==> config.mk <==
export PLATFORM = sky130hd
export DESIGN_NAME = matrix_multiplier
export DESIGN_NICKNAME = d
export VERILOG_FILES = /design/src/logic/mmul_pkg.sv /design/src/logic/modular_multiplier.sv /design/src/logic/vector_multiplier.sv /design/src/logic/matrix_multiplier.sv
export SDC_FILE = /design/constraint.sdc
export NUM_CORES = 1
export LEC_CHECK = 0
export BUFFER_PORTS_ARGS = -buffer_cell sky130_fd_sc_hd__buf_2
export CAP_MARGIN = 30
export CORE_AREA = 8 8 193 195
export CTS_BUF_LIST = sky130_fd_sc_hd__clkbuf_4 sky130_fd_sc_hd__clkbuf_8
export CTS_CLUSTER_DIAMETER = 50
export CTS_CLUSTER_SIZE = 40
export DETAILED_ROUTE_END_ITERATION = 12
export DIE_AREA = 0 0 201 203
export GPL_TIMING_DRIVEN = 0
export PLACE_DENSITY_LB_ADDON = 0.08
export SLEW_MARGIN = 20
export SYNTH_ARGS = -nofsm -noshare
export SYNTH_HDL_FRONTEND = slang
export SYNTH_SLANG_ARGS = --single-unit
==> constraint.sdc <==
create_clock -name CLK -period 7.9 [get_ports CLK]
set_clock_uncertainty 0.15 [all_clocks]
set_input_delay 0.79 -clock CLK [delete_from_list [all_inputs] [get_ports CLK]]
set_output_delay 0.79 -clock CLK [all_outputs]
set_load 0.01 [all_outputs]
==> src/logic/mmul_pkg.sv <==
/*
  Modular matrix-product engine shared definitions.
  Widths, vector types, the configuration word and the FSM encodings.
*/

package mmul_pkg;

  ////////////////////////////////////////////////////////////
  // Widths
  ////////////////////////////////////////////////////////////

  // Operand, modulus and result width
  localparam int data_w = 16;

  // Row and column count width
  localparam int index_w = 8;

  ////////////////////////////////////////////////////////////
  // Vector types
  ////////////////////////////////////////////////////////////

  // Operands, modulus and products
  typedef logic [data_w-1:0] data_t;

  // Matrix sizes and loop counters
  typedef logic [index_w-1:0] index_t;

  ////////////////////////////////////////////////////////////
  // Configuration
  ////////////////////////////////////////////////////////////

  // Latched on start, 32 bits in total
  typedef struct packed {
    data_t  modulo;
    index_t size_i;
    index_t size_j;
  } mat_cfg_t;

  ////////////////////////////////////////////////////////////
  // FSM encodings
  ////////////////////////////////////////////////////////////

  // Scalar shift-and-add multiplier
  typedef enum logic [1:0] {
    mod_idle,
    mod_shift,
    mod_done
  } mod_state_t;

  // Row engine
  typedef enum logic [1:0] {
    vec_idle,
    vec_collect,
    vec_compute,
    vec_emit
  } vec_state_t;

  // Matrix controller
  typedef enum logic [1:0] {
    mat_idle,
    mat_row,
    mat_finish
  } mat_state_t;

endpackage

==> src/logic/modular_multiplier.sv <==
/*
  Modular multiplier.
  Interleaved shift-and-add over data_b from the MSB, reduced at each step.
  Fixed latency of data_w + 1 cycles from start to done.
*/

`timescale 1ns/100ps

module modular_multiplier (
  input  logic            CLK,
  input  logic            RST,
  input  logic            start,
  input  mmul_pkg::data_t modulo,
  input  mmul_pkg::data_t data_a,
  input  mmul_pkg::data_t data_b,
  output logic            done,
  output mmul_pkg::data_t product
);

  ////////////////////////////////////////////////////////////
  // Signals
  ////////////////////////////////////////////////////////////

  mmul_pkg::mod_state_t state;

  // Steps left in the current product
  mmul_pkg::index_t step_cnt;

  // Accumulator and remaining multiplier bits
  mmul_pkg::data_t acc;
  mmul_pkg::data_t b_sh;

  // One extra bit for the doubled or summed value
  logic [mmul_pkg::data_w:0] wide_mod;
  logic [mmul_pkg::data_w:0] dbl;
  logic [mmul_pkg::data_w:0] dbl_red;
  logic [mmul_pkg::data_w:0] sum;
  logic [mmul_pkg::data_w:0] sum_red;

  ////////////////////////////////////////////////////////////
  // Step datapath
  ////////////////////////////////////////////////////////////

  always_comb begin
    wide_mod = {1'b0, modulo};
    // acc * 2, one subtraction is enough since acc < modulo
    dbl = {acc, 1'b0};
    dbl_red = (dbl >= wide_mod) ? (dbl - wide_mod) : dbl;
    // Conditional add of data_a, again below 2 * modulo
    sum = dbl_red + {1'b0, data_a};
    sum_red = (sum >= wide_mod) ? (sum - wide_mod) : sum;
  end

  ////////////////////////////////////////////////////////////
  // Control
  ////////////////////////////////////////////////////////////

  always_ff @(posedge CLK or posedge RST) begin
    if (RST) begin
      state <= mmul_pkg::mod_idle;
      step_cnt <= '0;
    end else begin
      case (state)
        mmul_pkg::mod_idle: begin
          if (start) begin
            step_cnt <= mmul_pkg::index_t'(mmul_pkg::data_w - 1);
            state <= mmul_pkg::mod_shift;
          end
        end
        mmul_pkg::mod_shift: begin
          // Last bit consumed, flag the product next cycle
          if (step_cnt == '0) begin
            state <= mmul_pkg::mod_done;
          end else begin
            step_cnt <= step_cnt - 1'b1;
          end
        end
        default: begin
          state <= mmul_pkg::mod_idle;
        end
      endcase
    end
  end

  // Accumulator and bit shifter
  always_ff @(posedge CLK) begin
    if (state == mmul_pkg::mod_idle && start) begin
      acc <= '0;
      b_sh <= data_b;
    end else if (state == mmul_pkg::mod_shift) begin
      acc <= b_sh[mmul_pkg::data_w-1] ? sum_red[mmul_pkg::data_w-1:0]
                                       : dbl_red[mmul_pkg::data_w-1:0];
      b_sh <= {b_sh[mmul_pkg::data_w-2:0], 1'b0};
    end
  end

  assign done = (state == mmul_pkg::mod_done);
  assign product = acc;

  ////////////////////////////////////////////////////////////
  // Checks
  ////////////////////////////////////////////////////////////

  // Reduction by one subtraction relies on a reduced operand
  assert property (@(posedge CLK) disable iff (RST) start |-> (data_a < modulo))
    else $error("modular_multiplier: data_a not below modulo at start");

  // A new product only once the previous one has been flagged
  assert property (@(posedge CLK) disable iff (RST) start |-> (state == mmul_pkg::mod_idle))
    else $error("modular_multiplier: start while busy");

endmodule

==> src/logic/vector_multiplier.sv <==
/*
  Row engine.
  Collects one operand pair per column, runs the modular multiplier
  and emits each product, flagging the last column of the row.
*/

`timescale 1ns/100ps

module vector_multiplier (
  input  logic             CLK,
  input  logic             RST,
  input  logic             row_start,
  input  mmul_pkg::data_t  modulo,
  input  mmul_pkg::index_t size_j,
  input  logic             a_enable,
  input  logic             b_enable,
  input  mmul_pkg::data_t  data_a,
  input  mmul_pkg::data_t  data_b,
  output logic             elem_enable,
  output mmul_pkg::data_t  elem_data,
  output logic             row_done
);

  ////////////////////////////////////////////////////////////
  // Signals
  ////////////////////////////////////////////////////////////

  mmul_pkg::vec_state_t state;

  // Column position within the row
  mmul_pkg::index_t col;

  // Operand captured flags, filled in any order
  logic a_got;
  logic b_got;

  // Row configuration and operand holding registers
  mmul_pkg::data_t  mod_reg;
  mmul_pkg::index_t size_reg;
  mmul_pkg::data_t  a_reg;
  mmul_pkg::data_t  b_reg;

  // Scalar multiplier handshake
  logic            mul_start;
  logic            mul_done;
  mmul_pkg::data_t product;

  ////////////////////////////////////////////////////////////
  // Control
  ////////////////////////////////////////////////////////////

  always_ff @(posedge CLK or posedge RST) begin
    if (RST) begin
      state <= mmul_pkg::vec_idle;
      col <= '0;
      a_got <= 1'b0;
      b_got <= 1'b0;
      mul_start <= 1'b0;
      elem_enable <= 1'b0;
      row_done <= 1'b0;
    end else begin
      // Single-cycle strobes
      mul_start <= 1'b0;
      elem_enable <= 1'b0;
      row_done <= 1'b0;
      case (state)
        mmul_pkg::vec_idle: begin
          if (row_start) begin
            col <= '0;
            state <= mmul_pkg::vec_collect;
          end
        end
        mmul_pkg::vec_collect: begin
          if (a_got && b_got) begin
            a_got <= 1'b0;
            b_got <= 1'b0;
            mul_start <= 1'b1;
            state <= mmul_pkg::vec_compute;
          end else begin
            a_got <= a_got | a_enable;
            b_got <= b_got | b_enable;
          end
        end
        mmul_pkg::vec_compute: begin
          if (mul_done) begin
            elem_enable <= 1'b1;
            // Last column closes the row
            row_done <= (col == size_reg - 1'b1);
            state <= mmul_pkg::vec_emit;
          end
        end
        default: begin
          // Emit cycle, go on to the next column or wait for a row
          col <= col + 1'b1;
          state <= row_done ? mmul_pkg::vec_idle : mmul_pkg::vec_collect;
        end
      endcase
    end
  end

  // Payload capture
  always_ff @(posedge CLK) begin
    if (state == mmul_pkg::vec_idle && row_start) begin
      mod_reg <= modulo;
      size_reg <= size_j;
    end
    if (state == mmul_pkg::vec_collect && a_enable) a_reg <= data_a;
    if (state == mmul_pkg::vec_collect && b_enable) b_reg <= data_b;
    if (state == mmul_pkg::vec_compute && mul_done) elem_data <= product;
  end

  ////////////////////////////////////////////////////////////
  // Scalar multiplier
  ////////////////////////////////////////////////////////////

  modular_multiplier u_mul (
    .CLK     (CLK),
    .RST     (RST),
    .start   (mul_start),
    .modulo  (mod_reg),
    .data_a  (a_reg),
    .data_b  (b_reg),
    .done    (mul_done),
    .product (product)
  );

  // Host strobes only while an element is being collected
  assert property (@(posedge CLK) disable iff (RST)
                   (a_enable || b_enable) |-> (state == mmul_pkg::vec_collect))
    else $error("vector_multiplier: operand strobe outside input phase");

endmodule

==> src/logic/matrix_multiplier.sv <==
/*
  Modular matrix-product engine, top level.
  Latches the configuration, walks the rows through the row engine
  and registers each result onto the column, row and ready strobes.
*/

`timescale 1ns/100ps

module matrix_multiplier (
  input  logic               CLK,
  input  logic               RST,
  input  logic               start,
  input  mmul_pkg::mat_cfg_t cfg,
  input  logic               a_enable,
  input  logic               b_enable,
  input  mmul_pkg::data_t    data_a,
  input  mmul_pkg::data_t    data_b,
  output logic               out_i_enable,
  output logic               out_j_enable,
  output logic               ready,
  output mmul_pkg::data_t    data_out
);

  ////////////////////////////////////////////////////////////
  // Signals
  ////////////////////////////////////////////////////////////

  mmul_pkg::mat_state_t state;

  // Configuration held for the whole matrix
  mmul_pkg::mat_cfg_t cfg_reg;

  // Current row
  mmul_pkg::index_t row_cnt;

  // Row engine interface
  logic            row_start;
  logic            elem_enable;
  mmul_pkg::data_t elem_data;
  logic            row_done;

  // Final row reached
  logic last_row;

  assign last_row = (row_cnt == cfg_reg.size_i - 1'b1);

  ////////////////////////////////////////////////////////////
  // Row loop
  ////////////////////////////////////////////////////////////

  always_ff @(posedge CLK or posedge RST) begin
    if (RST) begin
      state <= mmul_pkg::mat_idle;
      row_cnt <= '0;
      row_start <= 1'b0;
      out_i_enable <= 1'b0;
      out_j_enable <= 1'b0;
      ready <= 1'b0;
      data_out <= '0;
    end else begin
      // Strobes last one cycle
      row_start <= 1'b0;
      out_i_enable <= 1'b0;
      out_j_enable <= 1'b0;
      ready <= 1'b0;
      case (state)
        mmul_pkg::mat_idle: begin
          if (start) begin
            row_cnt <= '0;
            // First row opens right after the config is latched
            row_start <= 1'b1;
            state <= mmul_pkg::mat_row;
          end
        end
        mmul_pkg::mat_row: begin
          if (elem_enable) begin
            // One extra register stage onto the outputs
            out_j_enable <= 1'b1;
            out_i_enable <= row_done;
            data_out <= elem_data;
            if (row_done) begin
              if (last_row) begin
                ready <= 1'b1;
                state <= mmul_pkg::mat_finish;
              end else begin
                row_cnt <= row_cnt + 1'b1;
                row_start <= 1'b1;
              end
            end
          end
        end
        default: begin
          // Ready cycle then back to waiting for a new matrix
          state <= mmul_pkg::mat_idle;
        end
      endcase
    end
  end

  // Configuration latch
  always_ff @(posedge CLK) begin
    if (state == mmul_pkg::mat_idle && start) begin
      cfg_reg <= cfg;
    end
  end

  ////////////////////////////////////////////////////////////
  // Row engine
  ////////////////////////////////////////////////////////////

  vector_multiplier u_row (
    .CLK         (CLK),
    .RST         (RST),
    .row_start   (row_start),
    .modulo      (cfg_reg.modulo),
    .size_j      (cfg_reg.size_j),
    .a_enable    (a_enable),
    .b_enable    (b_enable),
    .data_a      (data_a),
    .data_b      (data_b),
    .elem_enable (elem_enable),
    .elem_data   (elem_data),
    .row_done    (row_done)
  );

  ////////////////////////////////////////////////////////////
  // Checks
  ////////////////////////////////////////////////////////////

  // Zero sizes never finish a row and zero modulus breaks reduction
  assert property (@(posedge CLK) disable iff (RST)
                   start |-> (cfg.size_i != '0 && cfg.size_j != '0 && cfg.modulo != '0))
    else $error("matrix_multiplier: zero size or modulus at start");

endmodule

==> results of run 1 <==
-- through the flow --
stage | instance area, um^2 | utilization | std cells | hold WS [ns]
finish | 11300 | 0.332 | 1488 | 0.129
global route | 11300 | 0.332 | 1488 | 0.117
CTS | 11300 | 0.331 | 1487 | 0.0989
detailed placement | 10900 | 0.319 | 1455 | 0.255
global placement | 10800 | 0.317 | 1449 | 0.252
floorplan | 9810 | - | 907 | 0.250
-- path summary, 6_finish.rpt --
| kind | end | cells after the start |
|---|---|---|
| worst max register to register | u_row.u_mul.product[6]$_SDFFE_PP0P_ | 27 |
| worst max-delay path | u_row.u_mul.product[6]$_SDFFE_PP0P_ | 27 |
| min in group CLK | u_row.size_reg[7]$_DFFE_PP_ | 0 |
| worst min-delay path | row_cnt[3]$_DFFE_PP0P_ | 2 |
| worst min register to register | u_row.size_reg[7]$_DFFE_PP_ | 0 |
| max in group asynchronous | data_out[12]$_DFFE_PP0P_ | 3 |
-- critical path: cells and delay by family, from the launching register on --
family          cells  cell delay, ns
compound gates     11            2.51
xor+xnor            1            0.19
fa+ha+maj           3            0.94
buf+inv             4            0.70
flops               1            0.40
mux                 2            0.69
simple gates        6            1.32
-- per-layer routing --
metal | global-route usage | vias up | routed length [um]
met3 | 0.0284 | 22 | 917
met1 | 0.161 | 3137 | 11900
met5 | 0 | - | 13
met2 | 0.192 | 101 | 11200
li1 | - | 3473 | -
met4 | 0.0378 | 2 | 468
-- cells by family (layout without fill, tap and decap cells) --
logic type	count (synthesis)	in the layout	synth area share
buffers and inverters	64	190	0.0266
AND/OR/NAND/NOR	320	320	0.147
XOR/XNOR	76	76	0.0678
multiplexers	15	15	0.0154
AO/OA/AOI/OAI	179	179	0.121
flip-flops	191	191	0.540
adder cells (fa/ha/maj)	62	62	0.0813
-- area by class of cell --
| cell class | instances | area (um^2) | share of cell area |
|---|---|---|---|
| sequential | 191 | 5300 | 0.468 |
| buffer | 16 | 81.3 | 0.00718 |
| clock buffer | 20 | 256 | 0.0227 |
| clock inverter | 12 | 158 | 0.0139 |
| tap | 455 | 569 | 0.0503 |
| multi-input combinational | 652 | 4260 | 0.376 |
| inverter | 48 | 183 | 0.0161 |
| timing repair buffer | 94 | 512 | 0.0452 |
-- synth_stat cells, types with 9 or more instances --
cell      count
a22oi_1      11
and2_1       10
clkbuf_1     11
mux2i_1      14
xnor2_1      45
a21oi_1      41
nand3_1      17
o21ai_0      47
and3_1       12
ha_1         59
nor2_1       69
dfxtp_1      16
nor3_1       15
a211oi_1      9
a31oi_1       9
inv_1        47
nand4_1      12
dfrtp_1      55
a21o_1       10
edfxtp_1    120
nand2_1     149
xor2_1       31
==> results.toml, run 1 <==
[die]
rows = 68
core_area_um2 = 34100
initial_core_util = 0.288
die-area_um2 = 40800
fp.dieH_um = 203
fp.dieW_um = 201
io_pins = 88

[sta]
max_freq_mhz = 142
fin_crit_ns = 7.02
final.period_utilization = 0.889
final.setup.tns_ns = 0
finalHoldViolations = 0
slew_headroom = 0.494
drv_slew = 0
rsz0062_at_grt = "no"
tightestPinTransition_ns = 0.758
setup_violations = 0
finalWorstSetupSlack_ns = 0.878

[setup_path]
worst_ep_required_time_ns = 8.10
cp-startpoint = "u_row.mod_reg[8]$_DFFE_PP_"
slowest_stage = "mux2i_1"
crit_path_end_kind = "flip-flop"
start_kind = "flip-flop"
r2r_slack_ns = 0.88
crit_path_max_fanout = 10
cpPeakStageDelay_ns = 0.47
arrival_ns = 7.23
regToRegStartpoint = "u_row.mod_reg[8]$_DFFE_PP_"
path_class = "reg2reg"

[yosys]
synthTopCellsByArea = "edfxtp_1, dfrtp_1, ha_1, nand2_1, xnor2_1"
synth_nets = 1038
yosysWarnings = 0
yosysTopAreaCell = "edfxtp_1"
synth.distinct_cells = 75
synth-main-ff-cell = "edfxtp_1"
synth_top_cell_area_share = 0.367
syn_avg_cell_area_um2 = 10.8
synth-seq-cells = 191
synth_area_um2 = 9810
ys_seq_area_frac = 0.540
synth-edff-count = 120
synthCells = 907
async_flop_share = 0.288

[layout]
final_cell_mix = "nand2_1, edfxtp_1, buf_2, nor2_1, ha_1"
areaGrowthSynthToFinish_pct = 15.3
n_antenna_cell = 0
largest_register_ffs = 32
drive_gt1_frac = 0.145
fillers = 3465
layout_commonest_cell = "nand2_1"
fin_nets = 1151

[drt]
dr.pass1.iters = 6
avgRoutedWirePerCell_um = 16.5
antenna_left = 0
via_per_inst = 4.53
drc_errors = 0
drt_wl_total_um = 24500
routed-via-count = 6735
drt_iter0_drc = 363

[grt]
grt_use_total = 0.121
grt_overflow = 0
grt_pass1_vias = 6821
antenna_found_initial = 1
grt_max_degree = 34
grt_pass1_wl_um = 38600

[clock_tree]
clk_latency_ns = 0.48
cts_resized = 0
cts-root-buf = "clkbuf_8"
cts_hold_buf = 0
post_cts_buffers = 0
clockBufferDepth = 2
cts_max_level = 4
cts.sinks = 191
clkSlewWorstSetupHoldPaths_ns = 0.11
cts_tree = "done"
cts_buffers = 17

[place]
place_congestion = 0.829
place_ws_ns = 0.880
port_buffers = 87
dp.final_hpwl_um = 19100

[outcome]
outcome = "completed"

[job]
cap_violations = 0

[worst_hold_path]
hold_path_class = "in2async"
Power of run 1 is left out: the tool's default activity adds up to more than one toggle a clock period on the data nets, which glitch-free logic cannot reach.
==> run 2: changes to the inputs <==
- ABC_AREA: not set -> 1
- CORE_AREA: 8 8 193 195 -> 8 8 201 203
- DIE_AREA: 0 0 201 203 -> 0 0 209 211
==> run 2 against run 1 <==
Core utilization fell by 0.34 points. Critical path type unchanged. Via count grew 18%. Register-to-register slack improved by 1.0 ns. Cell count rose by 21%. Area after synthesis is 8.5% higher. Wire length increased by 12%. Clock-buffer cell count shrank 2.
==> results.toml, run 2 <==
[clock_tree]
cts.sinks = 191
cts_max_level = 4
cts_tree = "done"
cts_hold_buf = 0
post_cts_buffers = 0
clockBufferDepth = 2
cts_resized = 0
clkSlewWorstSetupHoldPaths_ns = 0.12
cts-root-buf = "clkbuf_8"
cts_buffers = 17
clk_latency_ns = 0.51

[drt]
drc_errors = 0
routed-via-count = 7936
via_per_inst = 4.40
dr.pass1.iters = 5
avgRoutedWirePerCell_um = 15.2
drt_iter0_drc = 345
antenna_left = 0
drt_wl_total_um = 27400

[yosys]
synth_top_cell_area_share = 0.338
yosysWarnings = 0
synthTopCellsByArea = "edfxtp_1, dfrtp_1, nand2_1, ha_1, inv_1"
synthCells = 1204
ys_top_cells_by_count = "nand2_1, inv_1, edfxtp_1, nor2_1, a21oi_1"
syn_avg_cell_area_um2 = 8.84
synth-main-ff-cell = "edfxtp_1"
synth_nets = 1335
synth-edff-count = 120
synth.distinct_cells = 51
yosysMostFrequentCell = "nand2_1"
synth_area_um2 = 10600
ys_seq_area_frac = 0.498
yosysTopAreaCell = "edfxtp_1"
async_flop_share = 0.288
synth-seq-cells = 191

[setup_path]
crit_family = "simple AND/OR/NAND/NOR gates"
cp_num_buf_inv = 6
slowest_stage = "ha_1"
start_kind = "flip-flop"
regToRegStartpoint = "u_row.mod_reg[8]$_DFFE_PP_"
r2r_slack_ns = 1.93
crit_path_end_kind = "flip-flop"
worst_ep_required_time_ns = 8.13
crit_path_max_fanout = 10
r2r.worst_path.cells = 33
cpPeakStageDelay_ns = 0.43
path_class = "reg2reg"
arrival_ns = 6.21
crit_top_cell = "nand2_1"
r2r-end = "u_row.u_mul.product[15]$_SDFFE_PP0P_"

[place]
port_buffers = 87
place_congestion = 0.857
dp.final_hpwl_um = 22000

[die]
fp.dieH_um = 211
core_area_um2 = 37100
rows = 71
io_pins = 88
die-area_um2 = 44100
initial_core_util = 0.287
fp.dieW_um = 209

[sta]
max_freq_mhz = 167
drv_slew = 0
final.period_utilization = 0.756
rsz0062_at_grt = "no"
setup_violations = 0
slew_headroom = 0.501
tightestPinTransition_ns = 0.747
final.setup.tns_ns = 0
finalHoldViolations = 0
fin_crit_ns = 5.97

[grt]
grt_use_total = 0.127
antenna_found_initial = 0
grt_overflow = 0
grt_max_degree = 32
grt_pass1_wl_um = 43700
grt_pass1_vias = 8092

[layout]
n_antenna_cell = 0
largest_register_ffs = 32
fin_nets = 1446
final_cell_mix = "nand2_1, inv_1, edfxtp_1, buf_2, nor2_1"
layout_commonest_cell = "nand2_1"
areaGrowthSynthToFinish_pct = 14.5
drive_gt1_frac = 0.140

[worst_hold_path]
hold_path_class = "in2async"

[outcome]
outcome = "completed"

[job]
cap_violations = 0
## run 2: routing by layer
metal,GRT usage,routed length [um],part of all wire
met5,0,0,0
met2,0.203,12200,0.44
met4,0.0418,493,0.018
met3,0.0243,742,0.027
met1,0.172,14000,0.51
## run 2: worst register-to-register path: cells and delay by family (launching register included)
kind	cells	cell delay (ns)
adders and majority gates	4	1.41
AOI/OAI and AO/OA	3	0.59
buffers and inverters	6	0.69
DFF	1	0.35
and+or+nand+nor	19	2.40
xor gates and xnor gates	1	0.26
## run 2: through the flow
stage	utilization	area, um^2	hold slack [ns]	cells	setup WS (ns)
2_1_floorplan	-	10600	0.250	1204	3.08
3_3_place_gp	0.314	11700	0.253	1765	1.88
3_5_place_dp	0.317	11800	0.255	1770	1.88
4_1_cts	0.328	12200	0.0547	1802	1.85
5_1_grt	0.328	12200	0.0753	1802	1.47
6_report	0.328	12200	0.0883	1802	1.93
## run 2: layout make-up
cell class | count | area [um^2]
Timing Repair Buffer | 92 | 505
Fill cell | 3972 | 24900
Buffer | 17 | 87.6
Inverter | 158 | 596
Multi-Input combinational cell | 838 | 4680
Clock buffer | 18 | 241
Clock inverter | 14 | 190
Tap cell | 474 | 593
Sequential cell | 191 | 5300
## run 2: cells by family after synthesis
kind of cell	share of synthesized area
xor+xnor	0.0515
buf+inv	0.0639
fa+ha+maj	0.0750
simple gates	0.227
flops	0.498
compound gates	0.0845
## run 2: worst max-delay path by stage
stage / startpoint / end / cells after the start
after floorplan: u_row.mod_reg[1]$_DFFE_PP_ / u_row.u_mul.product[15]$_SDFFE_PP0P_ / 36
after global placement: u_row.mod_reg[8]$_DFFE_PP_ / u_row.u_mul.product[15]$_SDFFE_PP0P_ / 33
after detailed placement: u_row.mod_reg[1]$_DFFE_PP_ / u_row.u_mul.product[15]$_SDFFE_PP0P_ / 34
after CTS: u_row.mod_reg[1]$_DFFE_PP_ / u_row.u_mul.product[15]$_SDFFE_PP0P_ / 34
after global routing: u_row.mod_reg[8]$_DFFE_PP_ / u_row.u_mul.product[7]$_SDFFE_PP0P_ / 29
final: u_row.mod_reg[8]$_DFFE_PP_ / u_row.u_mul.product[15]$_SDFFE_PP0P_ / 33
Power of run 2 is left out for the same reason.
